### src/bpm_config.svh
`ifndef BPM_CONFIG_SVH
`define BPM_CONFIG_SVH

////////////////////////////////////////
// Bus and trigger widths
`define BPM_WORD_WIDTH          32
`define BPM_EVENT_TRIG_WIDTH    6

// Event triggers plus the software trigger in bit 0
`define BPM_TRIG_WIDTH          7

////////////////////////////////////////
// Timing generator widths
`define BPM_HEARTBEAT_WIDTH     28
`define BPM_FA_WIDTH            16
`define BPM_SA_WIDTH            24

// Top bit of this counter is the stretched level
`define BPM_SOFT_STRETCH_WIDTH  4

// Heartbeat reload value out of reset
`define BPM_HEARTBEAT_RESET     99

`endif

### src/bpmPkg.sv
`include "bpm_config.svh"

package bpmPkg;

    ////////////////////////////////////////
    // Register bus
    typedef logic [`BPM_WORD_WIDTH-1:0] word_t;

    // Unlisted addresses read back as zero
    typedef enum logic [3:0] {
        softTrigger     = 4'd0,
        heartbeatReload = 4'd1,
        faReload        = 4'd2,
        saReload        = 4'd3,
        interlock       = 4'd4,
        spiMux          = 4'd5
    } csrAddr_t;

    // One write strobe per register
    typedef struct packed {
        logic spiMux;
        logic interlock;
        logic saReload;
        logic faReload;
        logic heartbeatReload;
        logic softTrigger;
    } csrStrobes_t;

    ////////////////////////////////////////
    // Triggers and timing payloads
    typedef logic [`BPM_TRIG_WIDTH-1:0]       trigBus_t;
    typedef logic [`BPM_EVENT_TRIG_WIDTH-1:0] eventTrig_t;
    typedef logic [`BPM_FA_WIDTH-1:0]         faReload_t;
    typedef logic [`BPM_SA_WIDTH-1:0]         saReload_t;
    typedef logic [`BPM_HEARTBEAT_WIDTH-1:0]  heartbeatReload_t;

endpackage

### src/gpioRegisterBank.sv
`timescale 1ns/1ns

module gpioRegisterBank (
    input  logic                sysClk,
    input  logic                arstN,
    input  bpmPkg::csrAddr_t    csrAddr,
    input  logic                csrWrite,
    input  bpmPkg::word_t       csrWriteData,
    output bpmPkg::word_t       csrReadData,
    output bpmPkg::csrStrobes_t csrStrobes,
    output bpmPkg::word_t       gpioOut,
    input  bpmPkg::word_t       heartbeatStatus,
    input  bpmPkg::word_t       faStatus,
    input  bpmPkg::word_t       saStatus,
    output logic                relayControl,
    output logic [1:0]          clkSpiMuxSel
);

    ////////////////////////////////////////
    // Write capture
    logic             writeQ;
    bpmPkg::csrAddr_t addrQ;
    bpmPkg::word_t    dataQ;

    always_ff @(posedge sysClk or negedge arstN) begin
        if (!arstN) begin
            writeQ <= 1'b0;
        end else begin
            writeQ <= csrWrite;
        end
    end

    always_ff @(posedge sysClk) begin
        addrQ <= csrAddr;
        dataQ <= csrWriteData;
    end

    ////////////////////////////////////////
    // Strobe decode, one cycle after capture
    always_ff @(posedge sysClk or negedge arstN) begin
        if (!arstN) begin
            csrStrobes <= '0;
        end else begin
            csrStrobes.softTrigger     <= writeQ && (addrQ == bpmPkg::softTrigger);
            csrStrobes.heartbeatReload <= writeQ && (addrQ == bpmPkg::heartbeatReload);
            csrStrobes.faReload        <= writeQ && (addrQ == bpmPkg::faReload);
            csrStrobes.saReload        <= writeQ && (addrQ == bpmPkg::saReload);
            csrStrobes.interlock       <= writeQ && (addrQ == bpmPkg::interlock);
            csrStrobes.spiMux          <= writeQ && (addrQ == bpmPkg::spiMux);
        end
    end

    // Word stays aligned with its strobe on back-to-back writes
    always_ff @(posedge sysClk) begin
        gpioOut <= dataQ;
    end

    ////////////////////////////////////////
    // Local control registers
    always_ff @(posedge sysClk or negedge arstN) begin
        if (!arstN) begin
            relayControl <= 1'b0;
            clkSpiMuxSel <= 2'b00;
        end else begin
            if (csrStrobes.interlock) begin
                relayControl <= gpioOut[0];
            end
            if (csrStrobes.spiMux) begin
                clkSpiMuxSel <= gpioOut[1:0];
            end
        end
    end

    ////////////////////////////////////////
    // Readback mux
    always_comb begin
        case (csrAddr)
            bpmPkg::heartbeatReload: csrReadData = heartbeatStatus;
            bpmPkg::faReload:        csrReadData = faStatus;
            bpmPkg::saReload:        csrReadData = saStatus;
            bpmPkg::interlock:       csrReadData = {31'b0, relayControl};
            bpmPkg::spiMux:          csrReadData = {30'b0, clkSpiMuxSel};
            default:                 csrReadData = '0;
        endcase
    end

endmodule

### src/triggerConditioner.sv
`timescale 1ns/1ns
`include "bpm_config.svh"

module triggerConditioner (
    input  logic               sysClk,
    input  logic               arstN,
    input  logic               softTriggerStrobe,
    input  bpmPkg::eventTrig_t eventTriggers,
    output bpmPkg::trigBus_t   triggerStrobes
);

    ////////////////////////////////////////
    // Software trigger stretch
    logic [`BPM_SOFT_STRETCH_WIDTH-1:0] softCount;
    logic                               softTrigger;

    // Level stays high while the count runs down through its upper half
    assign softTrigger = softCount[`BPM_SOFT_STRETCH_WIDTH-1];

    always_ff @(posedge sysClk or negedge arstN) begin
        if (!arstN) begin
            softCount <= '0;
        end else if (softTriggerStrobe) begin
            softCount <= '1;
        end else if (softTrigger) begin
            softCount <= softCount - 1'b1;
        end
    end

    ////////////////////////////////////////
    // Synchroniser and edge detect
    bpmPkg::trigBus_t trigMeta;
    bpmPkg::trigBus_t trigSync;
    bpmPkg::trigBus_t trigDelay;

    always_ff @(posedge sysClk or negedge arstN) begin
        if (!arstN) begin
            trigMeta       <= '0;
            trigSync       <= '0;
            trigDelay      <= '0;
            triggerStrobes <= '0;
        end else begin
            // Bit 0 carries the stretched software trigger
            trigMeta       <= {eventTriggers, softTrigger};
            trigSync       <= trigMeta;
            trigDelay      <= trigSync;
            triggerStrobes <= trigSync & ~trigDelay;
        end
    end

endmodule

### src/heartbeatGenerator.sv
`timescale 1ns/1ns
`include "bpm_config.svh"

module heartbeatGenerator (
    input  logic          sysClk,
    input  logic          arstN,
    input  logic          reloadStrobe,
    input  bpmPkg::word_t gpioOut,
    output logic          adcHeartbeat,
    output bpmPkg::word_t heartbeatStatus
);

    localparam int RELOAD_WIDTH = $bits(bpmPkg::heartbeatReload_t);
    localparam int PAD_WIDTH    = $bits(bpmPkg::word_t) - RELOAD_WIDTH;

    localparam bpmPkg::heartbeatReload_t RESET_RELOAD = `BPM_HEARTBEAT_RESET;

    bpmPkg::heartbeatReload_t reloadReg;
    logic [RELOAD_WIDTH:0]    counter;

    ////////////////////////////////////////
    // Period register
    always_ff @(posedge sysClk or negedge arstN) begin
        if (!arstN) begin
            reloadReg <= RESET_RELOAD;
        end else if (reloadStrobe) begin
            reloadReg <= gpioOut[RELOAD_WIDTH-1:0];
        end
    end

    ////////////////////////////////////////
    // Down-counter, wraps into its top bit
    // Period is reload + 2 since the wrap cycle counts too
    always_ff @(posedge sysClk or negedge arstN) begin
        if (!arstN) begin
            counter <= {1'b0, RESET_RELOAD};
        end else if (counter[RELOAD_WIDTH]) begin
            counter <= {1'b0, reloadReg};
        end else begin
            counter <= counter - 1'b1;
        end
    end

    assign adcHeartbeat    = counter[RELOAD_WIDTH];
    assign heartbeatStatus = {{PAD_WIDTH{1'b0}}, reloadReg};

endmodule

### src/markerDivider.sv
`timescale 1ns/1ns

module markerDivider #(
    parameter type reload_t = bpmPkg::faReload_t
) (
    input  logic          sysClk,
    input  logic          arstN,
    input  logic          reloadStrobe,
    input  bpmPkg::word_t gpioOut,
    input  logic          heartbeat,
    output logic          marker,
    output bpmPkg::word_t status
);

    localparam int RELOAD_WIDTH = $bits(reload_t);
    localparam int PAD_WIDTH    = $bits(bpmPkg::word_t) - RELOAD_WIDTH - 1;

    reload_t reloadReg;
    reload_t count;
    logic    synced;

    ////////////////////////////////////////
    // Divisor register
    always_ff @(posedge sysClk or negedge arstN) begin
        if (!arstN) begin
            reloadReg <= '1;
        end else if (reloadStrobe) begin
            reloadReg <= gpioOut[RELOAD_WIDTH-1:0];
        end
    end

    ////////////////////////////////////////
    // Marker count, restarted by every heartbeat
    always_ff @(posedge sysClk or negedge arstN) begin
        if (!arstN) begin
            count  <= '1;
            marker <= 1'b0;
            synced <= 1'b0;
        end else if (heartbeat) begin
            count  <= reloadReg;
            marker <= 1'b1;
            // In sync only if the divisor would have wrapped here anyway
            synced <= (count == '0);
        end else if (count == '0) begin
            count  <= reloadReg;
            marker <= 1'b1;
        end else begin
            count  <= count - 1'b1;
            marker <= 1'b0;
        end
    end

    assign status = {synced, {PAD_WIDTH{1'b0}}, reloadReg};

endmodule

### src/bpmTimingTop.sv
`timescale 1ns/1ns

module bpmTimingTop (
    input  logic               sysClk,
    input  logic               arstN,
    input  bpmPkg::csrAddr_t   csrAddr,
    input  logic               csrWrite,
    input  bpmPkg::word_t      csrWriteData,
    output bpmPkg::word_t      csrReadData,
    input  bpmPkg::eventTrig_t eventTriggers,
    output bpmPkg::trigBus_t   triggerStrobes,
    output logic               adcHeartbeat,
    output logic               faMarker,
    output logic               saMarker,
    output logic               relayControl,
    output logic [1:0]         clkSpiMuxSel
);

    bpmPkg::csrStrobes_t csrStrobes;
    bpmPkg::word_t       gpioOut;
    bpmPkg::word_t       heartbeatStatus;
    bpmPkg::word_t       faStatus;
    bpmPkg::word_t       saStatus;

    ////////////////////////////////////////
    // Register access
    gpioRegisterBank gpioRegisterBank_i (
        .sysClk(sysClk),
        .arstN(arstN),
        .csrAddr(csrAddr),
        .csrWrite(csrWrite),
        .csrWriteData(csrWriteData),
        .csrReadData(csrReadData),
        .csrStrobes(csrStrobes),
        .gpioOut(gpioOut),
        .heartbeatStatus(heartbeatStatus),
        .faStatus(faStatus),
        .saStatus(saStatus),
        .relayControl(relayControl),
        .clkSpiMuxSel(clkSpiMuxSel)
    );

    ////////////////////////////////////////
    // Triggers
    triggerConditioner triggerConditioner_i (
        .sysClk(sysClk),
        .arstN(arstN),
        .softTriggerStrobe(csrStrobes.softTrigger),
        .eventTriggers(eventTriggers),
        .triggerStrobes(triggerStrobes)
    );

    ////////////////////////////////////////
    // Heartbeat and acquisition markers
    heartbeatGenerator heartbeatGenerator_i (
        .sysClk(sysClk),
        .arstN(arstN),
        .reloadStrobe(csrStrobes.heartbeatReload),
        .gpioOut(gpioOut),
        .adcHeartbeat(adcHeartbeat),
        .heartbeatStatus(heartbeatStatus)
    );

    markerDivider #(.reload_t(bpmPkg::faReload_t)) faDivider (
        .sysClk(sysClk),
        .arstN(arstN),
        .reloadStrobe(csrStrobes.faReload),
        .gpioOut(gpioOut),
        .heartbeat(adcHeartbeat),
        .marker(faMarker),
        .status(faStatus)
    );

    markerDivider #(.reload_t(bpmPkg::saReload_t)) saDivider (
        .sysClk(sysClk),
        .arstN(arstN),
        .reloadStrobe(csrStrobes.saReload),
        .gpioOut(gpioOut),
        .heartbeat(adcHeartbeat),
        .marker(saMarker),
        .status(saStatus)
    );

endmodule

### config.mk
export PLATFORM = sky130hd
export DESIGN_NAME = bpmTimingTop
export DESIGN_NICKNAME = d
export VERILOG_FILES = /design/src/bpmPkg.sv /design/src/gpioRegisterBank.sv /design/src/triggerConditioner.sv /design/src/heartbeatGenerator.sv /design/src/markerDivider.sv /design/src/bpmTimingTop.sv
export VERILOG_INCLUDE_DIRS = /design/src /design/src/src
export SDC_FILE = /design/constraint.sdc
export NUM_CORES = 1
export LEC_CHECK = 0
export ABC_AREA = 1
export ABC_CLOCK_PERIOD_IN_PS = 2150
export BUFFER_PORTS_ARGS = -buffer_cell sky130_fd_sc_hd__buf_2
export CAP_MARGIN = 20
export CORE_MARGIN = 8
export CORE_UTILIZATION = 45
export CTS_CLUSTER_SIZE = 12
export DETAILED_ROUTE_END_ITERATION = 8
export PLACE_DENSITY_LB_ADDON = 0.12
export REMOVE_ABC_BUFFERS = 1
export SYNTH_ARGS = -nofsm -noshare
export SYNTH_HDL_FRONTEND = slang
export SYNTH_SLANG_ARGS = --single-unit
export TNS_END_PERCENT = 5
### constraint.sdc
create_clock -name sysClk -period 2.15 [get_ports sysClk]
set_clock_uncertainty 0.15 [all_clocks]
set_input_delay 0 -clock sysClk [delete_from_list [all_inputs] [get_ports sysClk]]
set_output_delay 0 -clock sysClk [all_outputs]
set_load 0.005 [all_outputs]
==> results_dict.tcl, run 1 <==
set metrics [dict create \
    synthFlopType "dfrtp_1" \
    synth.distinct_cells 43 \
    routed-via-count 7579 \
    crit_required_ns 2.00 \
    globalRouteOverflowTotal 0 \
    synth_top_family_by_area "simple AND/OR/NAND/NOR gates" \
    antenna_found_initial 0 \
    synthDominantCellAreaShare_pct 23.9 \
    p_leak_nw 5.64 \
    synthAdderAreaFrac_pct 0.754 \
    nNetsFinal 1315 \
    critPathMaxFanout 27 \
    synth_seq_area_share_pct 59.2 \
    place_inst 1437 \
    powerDensity_mw_per_mm2 1120 \
    final_common_cell "nand2_1" \
    layout_common_cells "nand2_1 (265), inv_1 (131), nor2_1 (125)" \
    io_pins 90 \
    synth_seq_cells 243 \
    postSynthCellCount 1092 \
    hpwl_um 15600 \
    cts.htree.levels 1 \
    synth_compound_area_share_pct 9.02 \
    cts_buffer_depth 3 \
    async_reset_ff_share_pct 75.3 \
    holdPathEnd "gpioRegisterBank_i.addrQ[3]" \
    r2r-start "faDivider.count[0]" \
    gp_congestion 0.817 \
    area_delta_synth_final_pct 24.4 \
    ir_drop_mv 0.653 \
    post-cts-setup-buffers 0 \
    worstSetupStartpoint "csrAddr[3]" \
    numCtsBuffers 27 \
    cts-root-buf "clkbuf_16" \
    row_count 54 \
    synthXorXnorAreaFrac_pct 2.20 \
    die_w_um 165 \
    grt_pass1_wl_um 39000 \
    max-cap-violations 0 \
    critical-path-max-stage-delay_ns 0.53 \
    finalSetupTns_ns 0 \
    min_path_cells 2 \
    hp-class "input port to register" \
    rsz0062_at_grt "false" \
    ant_nets 0 \
    grt_pass1_vias 7598 \
    max_freq_mhz 522 \
    yosys.area_share.simple_pct 20.0 \
    die_h_um 165 \
    synthTopCellsByArea "dfrtp_1 (24%), dfstp_2 (23%), dfxtp_1 (12%), nand2_1 (10%), inv_1 (4.9%)" \
    route.detailed.drc 0 \
    syn_area_mm2 0.00995 \
    r2r_slack_ns 0.23 \
    critical_path.slowest_cell "dlygate4sd3_1" \
    synth_mux_area_share_pct 1.92 \
    min_from "csrAddr[3]" \
    viasPerCell 4.84 \
    num_antenna_cells 0 \
    start_util_pct 45.7 \
    synth_edf_count 0 \
    wire_per_inst_um 15.0 \
    grt_max_degree 55 \
    dr.first_iter.drc_count 442 \
    core-area_mm2 0.0218 \
    track_usage_pct 17.9 \
    drive_gt1_share_pct 21.2 \
    port_buffers 82 \
    crit_chain "dlygate4sd3_1 -> buf_2 -> nor2_1 -> nand3_1 -> buf_4 -> o21ai_0 -> a21oi_1 -> o21ai_0 -> buf_2" \
    crit_arrival_ns 1.77 \
    cts_tree "done" \
    drv_slew 0 \
    period_needed_ns 1.92 \
    wirelength_um 23500 \
    cp-end-kind "output pin" \
    synth_top_area_cell "dfrtp_1" \
    cts.clk_slew.worst_paths_ns 0.06 \
    avgSynthCellArea_um2 9.11 \
    insertion_delay_ns 0.54 \
    stdcell_count 1565 \
    reg2regPathDepth 9 \
    cp-start-kind "input port" \
    dieArea_mm2 0.0271 \
    hold_viol 0 \
    yosys_warnings 0 \
    cp_top_family "buffers and inverters" \
    dr.pass1.iters 7 \
    fin_crit_sh_pct 89.1 \
    cts_sinks 243 \
    setup_viol 0 \
    r2r-end "faDivider.count[9]" \
    critPathKind "input port to output pin" \
    status "complete, no violations" \
    worst-path-buf-inv 4 \
]
## registers in the layout, indices dropped and copies added, names as in the netlist
| name | flops |
|---|---|
| gpioRegisterBank_i.csrStrobes | 6 |
| faDivider.synced | 1 |
| gpioRegisterBank_i.relayControl | 1 |
| triggerConditioner_i.trigDelay | 7 |
| saDivider.marker | 1 |
| saDivider.synced | 1 |
| saDivider.count | 24 |
| gpioRegisterBank_i.dataQ | 28 |
| triggerConditioner_i.trigSync | 7 |
| triggerConditioner_i.triggerStrobes | 7 |
| triggerConditioner_i.trigMeta | 7 |
| heartbeatGenerator_i.reloadReg | 28 |
| faDivider.marker | 1 |
| gpioRegisterBank_i.addrQ | 4 |
| heartbeatGenerator_i.counter | 29 |
| faDivider.count | 16 |
| faDivider.reloadReg | 16 |
| saDivider.reloadReg | 24 |
| gpioRegisterBank_i.clkSpiMuxSel | 2 |
| gpioRegisterBank_i.gpioOut | 28 |
| gpioRegisterBank_i.writeQ | 1 |
| triggerConditioner_i.softCount | 4 |
## kinds of logic after synthesis
kind of cell,count (synthesis)
buf+inv,168
fa+ha+maj,6
flops,243
simple gates,475
other cells,1
mux,17
xor+xnor,25
compound gates,157
## stage by stage
step / cell area (µm²) / setup WS (ns) / utilization (%) / hold slack [ns] / power [mW]
after global routing: 12400 / 0.0423 / 56.9 / 0.0289 / 14.8
final: 12400 / 0.234 / 56.9 / 0.0255 / 13.9
after CTS: 12400 / 0.237 / 56.9 / 0.00219 / 14.0
after floorplan: 9780 / 0.0365 / - / -0.446 / 8.51
after global placement: 10700 / 0.304 / 49.2 / -0.166 / 9.28
after detailed placement: 10700 / 0.252 / 49.2 / -0.169 / 9.35
## power breakdown
group / switching, mW / internal [mW]
Combinational: 1.55 / 1.10
Sequential: 0.789 / 5.95
Clock: 1.84 / 2.64
Total: 4.18 / 9.69
## worst max-delay path by stage
stage,end,slack (ns),cells after the start
after global placement,faDivider.count[5],0.30,9
after floorplan,faDivider.count[15],0.04,5
after CTS,faDivider.count[9],0.24,9
after detailed placement,faDivider.count[9],0.25,9
after global routing,faDivider.count[9],0.04,9
final,csrReadData[1],0.23,9
## what timing repair did
| action | 4_1_cts | 5_1_grt |
|---|---|---|
| hold buffers | 78 | 0 |
| resized for setup | 0 | 0 |
| hold endpoints to repair | 222 | 0 |
## area by class of cell
type / instances / area (µm²)
Clock inverter: 8 / 58.8
Multi-Input combinational cell: 683 / 3390
Inverter: 133 / 502
Tap cell: 280 / 350
Sequential cell: 243 / 5890
Timing Repair Buffer: 176 / 1370
Fill cell: 1981 / 9380
Clock buffer: 42 / 822
## synth_stat cells (3+ instances only)
library cell,number
a22oi_1,4
a21oi_2,4
a21oi_1,17
dfrtp_1,95
o21ai_1,4
xor2_1,15
nor3_1,5
ha_1,6
nand3_1,44
nor2_4,3
o21bai_1,4
o21ai_0,96
nand2_1,265
o221ai_1,14
dfxtp_1,60
mux2_2,17
nand4_1,14
nand3b_1,3
buf_6,3
xnor2_1,10
nor2_1,125
nor2_2,8
o22ai_1,9
dfstp_2,88
clkbuf_1,20
inv_1,131
buf_2,4
buf_4,5
## layer usage
metal / track usage [%] / part of all wire (%) / wire (µm) / vias to the layer above
li1: - / - / - / 3810
met4: 4.34 / 2.0 / 464 / 0
met2: 29.0 / 46 / 10900 / 133
met3: 2.92 / 3.9 / 920 / 36
met5: 0 / 0 / 0 / -
met1: 24.6 / 48 / 11200 / 3600
## worst register-to-register path: cells and delay by family (launching register included)
family                   cells  cell delay [ns]
adder cells (fa/ha/maj)      1             0.19
AO/OA/AOI/OAI                1             0.15
buffers and inverters        2             0.34
flip-flops                   1             0.52
AND/OR/NAND/NOR              5             0.48
No activity file was read; power rests on OpenSTA's default activity.
==> run 2: changes to the inputs <==
Settings changed: CAP_MARGIN 20 to default, CELL_PAD_IN_SITES_DETAIL_PLACEMENT from default to 0, CELL_PAD_IN_SITES_GLOBAL_PLACEMENT from default to 1.
==> run 2 against run 1 <==
Count of clock-buffer cells in the layout rose by 2; sequential power barely moved; via count fell by 0.53%; sequential share of layout area fell by 0.33 points; non-clock buffer count rose by 2; worst setup slack got worse by 0.019 ns; final area rose by 0.70%; combinational power rose by 2%; global-route usage rose by 0.30 points; core utilization rose by 0.40 points; fmax fell by 1.0%; largest cell class unchanged.
==> results_dict.tcl, run 2 (synthesis results as in run 1) <==
set metrics [dict create \
    layout_common_cells "nand2_1 (265), inv_1 (131), nor2_1 (125)" \
    cts_sinks 243 \
    place_inst 1437 \
    rsz0062_at_grt "false" \
    route.detailed.drc 0 \
    ir_drop_mv 0.816 \
    post-cts-setup-buffers 0 \
    status "complete, no violations" \
    cts_tree "done" \
    hpwl_um 16300 \
    holdWs_ns 0.0594 \
    powerDensity_mw_per_mm2 1140 \
    numCtsBuffers 27 \
    insertion_delay_ns 0.55 \
    track_usage_pct 18.2 \
    max-cap-violations 0 \
    cp-end-kind "output pin" \
    hold_viol 0 \
    cts.clk_slew.worst_paths_ns 0.05 \
    setup_ws_ns 0.215 \
    area_delta_synth_final_pct 25.2 \
    crit_arrival_ns 1.79 \
    grt_max_degree 47 \
    top_register "heartbeatGenerator_i.counter" \
    drive_gt1_share_pct 21.1 \
    finalCoreUtilization_pct 57.3 \
    die_h_um 165 \
    fin_crit_sh_pct 90.0 \
    wire_per_inst_um 15.2 \
    cts.repair.resized 0 \
    cts_buffer_depth 3 \
    max_freq_mhz 517 \
    stdcell_count 1567 \
    routed-via-count 7539 \
    p_leak_nw 5.68 \
    row_count 54 \
    nNetsFinal 1317 \
    cts-root-buf "clkbuf_16" \
    start_util_pct 45.7 \
    dr.pass1.iters 4 \
    crit_required_ns 2.00 \
    die_w_um 165 \
    gp_congestion 0.806 \
    finalSetupTns_ns 0 \
    antenna_found_initial 0 \
    grt_pass1_vias 7608 \
    io_pins 90 \
    dr.first_iter.drc_count 410 \
    period_needed_ns 1.94 \
    globalRouteOverflowTotal 0 \
    ant_nets 0 \
    grt_pass1_wl_um 39300 \
    core-area_mm2 0.0218 \
    pre_cts_slack_ns 0.295 \
    cp-start-kind "input port" \
    largest_register_ffs 29 \
    final_common_cell "nand2_1" \
    port_buffers 82 \
    dieArea_mm2 0.0271 \
    wirelength_um 23900 \
    setup_viol 0 \
    viasPerCell 4.81 \
    drv_slew 0 \
    critPathMaxFanout 27 \
    cts_hold_buf 80 \
    hp-class "input port to register" \
    critPathKind "input port to output pin" \
    num_antenna_cells 0 \
    cts.htree.levels 1 \
]
[run 2: cell types whose count changed in the layout (fill, tap and decap cells not counted)]
| cell | change |
|---|---|
| bufinv_16 | +2 |
| clkbuf_1 | +2 |
| clkbuf_16 | +2 |
| clkbuf_8 | -2 |
| clkinv_2 | -2 |
| clkinvlp_4 | -1 |
| dlygate4sd3_1 | +2 |
| inv_4 | -1 |
[run 2: cell type report]
cell class              instances  area (µm²)
flip-flops and latches        243        5890
fillers                      1925        9290
multi-input cells             683        3390
clock buffers                  44         852
repair buffers                178        1390
well taps                     280         350
inverters                     133         502
clock inverters                 6        95.1
[run 2: report_power, final]
part | leakage (nW) | switching (mW) | internal (mW) | total, mW
sequential | 2.61 | 0.794 | 5.96 | 6.75
clock | 0.467 | 1.82 | 2.95 | 4.77
combinational | 2.60 | 1.58 | 1.10 | 2.68
total | 5.68 | 4.19 | 10.0 | 14.2
[run 2: critical path, stage by stage]
cell and delay, ns:
dlygate4sd3_1 0.54, buf_2 0.16, nor2_1 0.19, nand3_1 0.09, buf_4 0.27, o21ai_0 0.22, a21oi_1 0.05, o21ai_0 0.10
buf_2 0.16
[run 2: worst paths after layout]
| path | from | end | slack, ns | cells past startpoint |
|---|---|---|---|---|
| setup / recovery | csrAddr[3] | csrReadData[1] | 0.21 | 9 |
| max in group asynchronous | arstN | saDivider.reloadReg[4] | 1.06 | 4 |
| setup reg to reg | saDivider.count[0] | saDivider.count[14] | 0.30 | 7 |
| hold / removal | csrAddr[0] | gpioRegisterBank_i.addrQ[0] | 0.06 | 2 |
| hold reg to reg | gpioRegisterBank_i.dataQ[6] | gpioRegisterBank_i.gpioOut[6] | 0.17 | 0 |
| min in group asynchronous | arstN | heartbeatGenerator_i.counter[0] | 0.45 | 3 |
[run 2: through the flow]
stage               area (µm²)  power [mW]
floorplan                 9780        8.51
global placement         10700        9.35
detailed placement       10700        9.40
CTS                      12500        14.4
global route             12500        15.1
finish                   12500        14.2
[run 2: routing by layer]
layer / up-vias / global-route usage, % / routed length (µm)
met5: - / 0 / 0
met4: 0 / 4.91 / 594
met3: 36 / 2.77 / 948
met2: 121 / 28.6 / 10600
met1: 3567 / 25.7 / 11800
li1: 3815 / - / -
==> run 3: changes to the inputs <==
Settings changed: CORE_ASPECT_RATIO from default to 0.5.
==> run 3 against run 2 <==
Core utilization is 0.72 points lower; register-to-register slack worse by 0.02 ns; total power is 5.0% lower.
==> results_dict.tcl, run 3 (synthesis results as in run 1) <==
set metrics [dict create \
    status "complete, no violations" \
    start_util_pct 45.9 \
    critPathMaxFanout 24 \
    drive_gt1_share_pct 20.2 \
    setup_viol 0 \
    power_mw 13.5 \
    min_from "csrAddr[2]" \
    wirelength_um 24700 \
    crit_arrival_ns 1.81 \
    placed_cell_area_mm2 0.0107 \
    power_switching_share_pct 30.9 \
    ant_nets 0 \
    critical-path-max-stage-delay_ns 0.53 \
    cts_sinks 243 \
    cts_tree "done" \
    rsz0062_at_grt "false" \
    track_usage_pct 18.4 \
    crit_chain "dlygate4sd3_1 -> buf_2 -> nor2_1 -> nand3_1 -> buf_4 -> o221ai_1 -> buf_2" \
    fin_crit_sh_pct 91.4 \
    grt_max_degree 48 \
    hold_viol 0 \
    io_pins 90 \
    cp_top_family "buffers and inverters" \
    globalRouteOverflowTotal 0 \
    gp_congestion 0.842 \
    pre_cts_slack_ns 0.266 \
    final_common_cell "nand2_1" \
    hp-class "input port to register" \
    numCtsBuffers 24 \
    row_count 38 \
    area_delta_synth_final_pct 23.2 \
    grt_pass1_wl_um 40500 \
    powerDensity_mw_per_mm2 1100 \
    largest_register_ffs 29 \
    worst-path-buf-inv 4 \
    cts_buffer_depth 3 \
    cts.clk_slew.worst_paths_ns 0.06 \
    stdcell_area_mm2 0.0123 \
    power.internal_mw 9.32 \
    insertion_delay_ns 0.55 \
    max_freq_mhz 509 \
    core-area_mm2 0.0217 \
    cts.htree.levels 1 \
    critical_path.slowest_cell "dlygate4sd3_1" \
    switching_power_mw 4.17 \
    period_needed_ns 1.96 \
    dieArea_mm2 0.0274 \
    worstSetupStartpoint "csrAddr[3]" \
    critPathKind "input port to output pin" \
    ir_drop_mv 0.730 \
    max-cap-violations 0 \
    port_buffers 82 \
    cp-end-kind "output pin" \
    dr.first_iter.drc_count 454 \
    setup_ws_ns 0.185 \
    finalSetupTns_ns 0 \
    seqPwrFrac_pct 50.0 \
    num-fill-cells 1975 \
    antenna_found_initial 0 \
    wire_per_inst_um 15.6 \
    post-cts-setup-buffers 0 \
    r2r-start "saDivider.count[0]" \
    num_antenna_cells 0 \
    viasPerCell 4.81 \
    layout_common_cells "nand2_1 (265), inv_1 (131), nor2_1 (125)" \
    routed-via-count 7603 \
    seqCellArea_mm2 0.00589 \
    top_register "heartbeatGenerator_i.counter" \
    cp-start-kind "input port" \
    p_clk_share_pct 30.0 \
    grt_pass1_vias 7616 \
    multi_input_area_mm2 0.00339 \
    die_h_um 121 \
    die_w_um 226 \
    cp_common_cell "buf_2" \
    drv_slew 0 \
    dr.pass1.iters 5 \
    nNetsFinal 1313 \
    crit_required_ns 2.00 \
    r2r_slack_ns 0.28 \
    p_comb_share_pct 20.0 \
    p_leak_nw 5.55 \
    cts-root-buf "clkbuf_16" \
    hpwl_um 16500 \
    route.detailed.drc 0 \
]
[run 3: cell count changes in the layout (fill, tap and decap cells not counted), sizes merged]
cell,change
dlygate4sd3,-3
buf,+2
clkbuf,-2
clkinv,-2
bufinv,-1
inv,-1
[run 3: final timing paths]
| check | depth (start not counted) | to |
|---|---|---|
| worst max-delay path | 7 | csrReadData[7] |
| worst min-delay path | 2 | gpioRegisterBank_i.addrQ[2] |
| worst max register to register | 7 | saDivider.count[16] |
| worst min register to register | 0 | gpioRegisterBank_i.gpioOut[21] |
| max in group asynchronous | 3 | saDivider.reloadReg[21] |
| min in group asynchronous | 2 | saDivider.reloadReg[1] |
[run 3: routing by layer]
| metal | vias to the layer above | wire length (µm) | global-route usage [%] |
|---|---|---|---|
| li1 | 3810 | - | - |
| met1 | 3621 | 12500 | 27.0 |
| met2 | 140 | 10600 | 28.1 |
| met3 | 32 | 1200 | 3.96 |
| met4 | 0 | 368 | 3.37 |
| met5 | - | 0 | 0 |
[run 3: power by group through the flow]
stage	Combinational (mW)	Clock [mW]	Sequential [mW]
floorplan	1.95	0	6.55
global placement	2.51	0	6.79
detailed placement	2.58	0	6.80
CTS	2.71	4.17	6.74
global route	3.12	4.36	6.88
finish	2.69	4.05	6.74
[run 3: worst register-to-register path: cells and delay by family, from the launching register on]
family          cells  cell delay, ns
buf+inv             1            0.08
simple gates        3            0.63
flops               1            0.37
xor+xnor            1            0.16
compound gates      1            0.15
fa+ha+maj           1            0.23
[run 3: metrics by stage]
step                utilization (%)  hold slack [ns]  instances
floorplan                         -           -0.446       1059
global placement               49.6           -0.153       1459
detailed placement             49.6           -0.149       1459
CTS                            56.6           0.0153       1580
global route                   56.6           0.0258       1580
finish                         56.6           0.0310       1580
[run 3: cell type report]
type / instances / share of cell area [%]
clock inverter: 2 / 0.490
inverter: 133 / 4.09
sequential: 243 / 48.0
timing repair buffer: 177 / 11.2
tap: 300 / 3.06
clock buffer: 42 / 5.53
multi-input combinational: 683 / 27.6
[run 3: repair_timing]
item,in CTS,in global routing
endpoints found under the setup margin,0,0
resized for setup,0,0
hold buffers,77,0
hold endpoints to repair,210,0
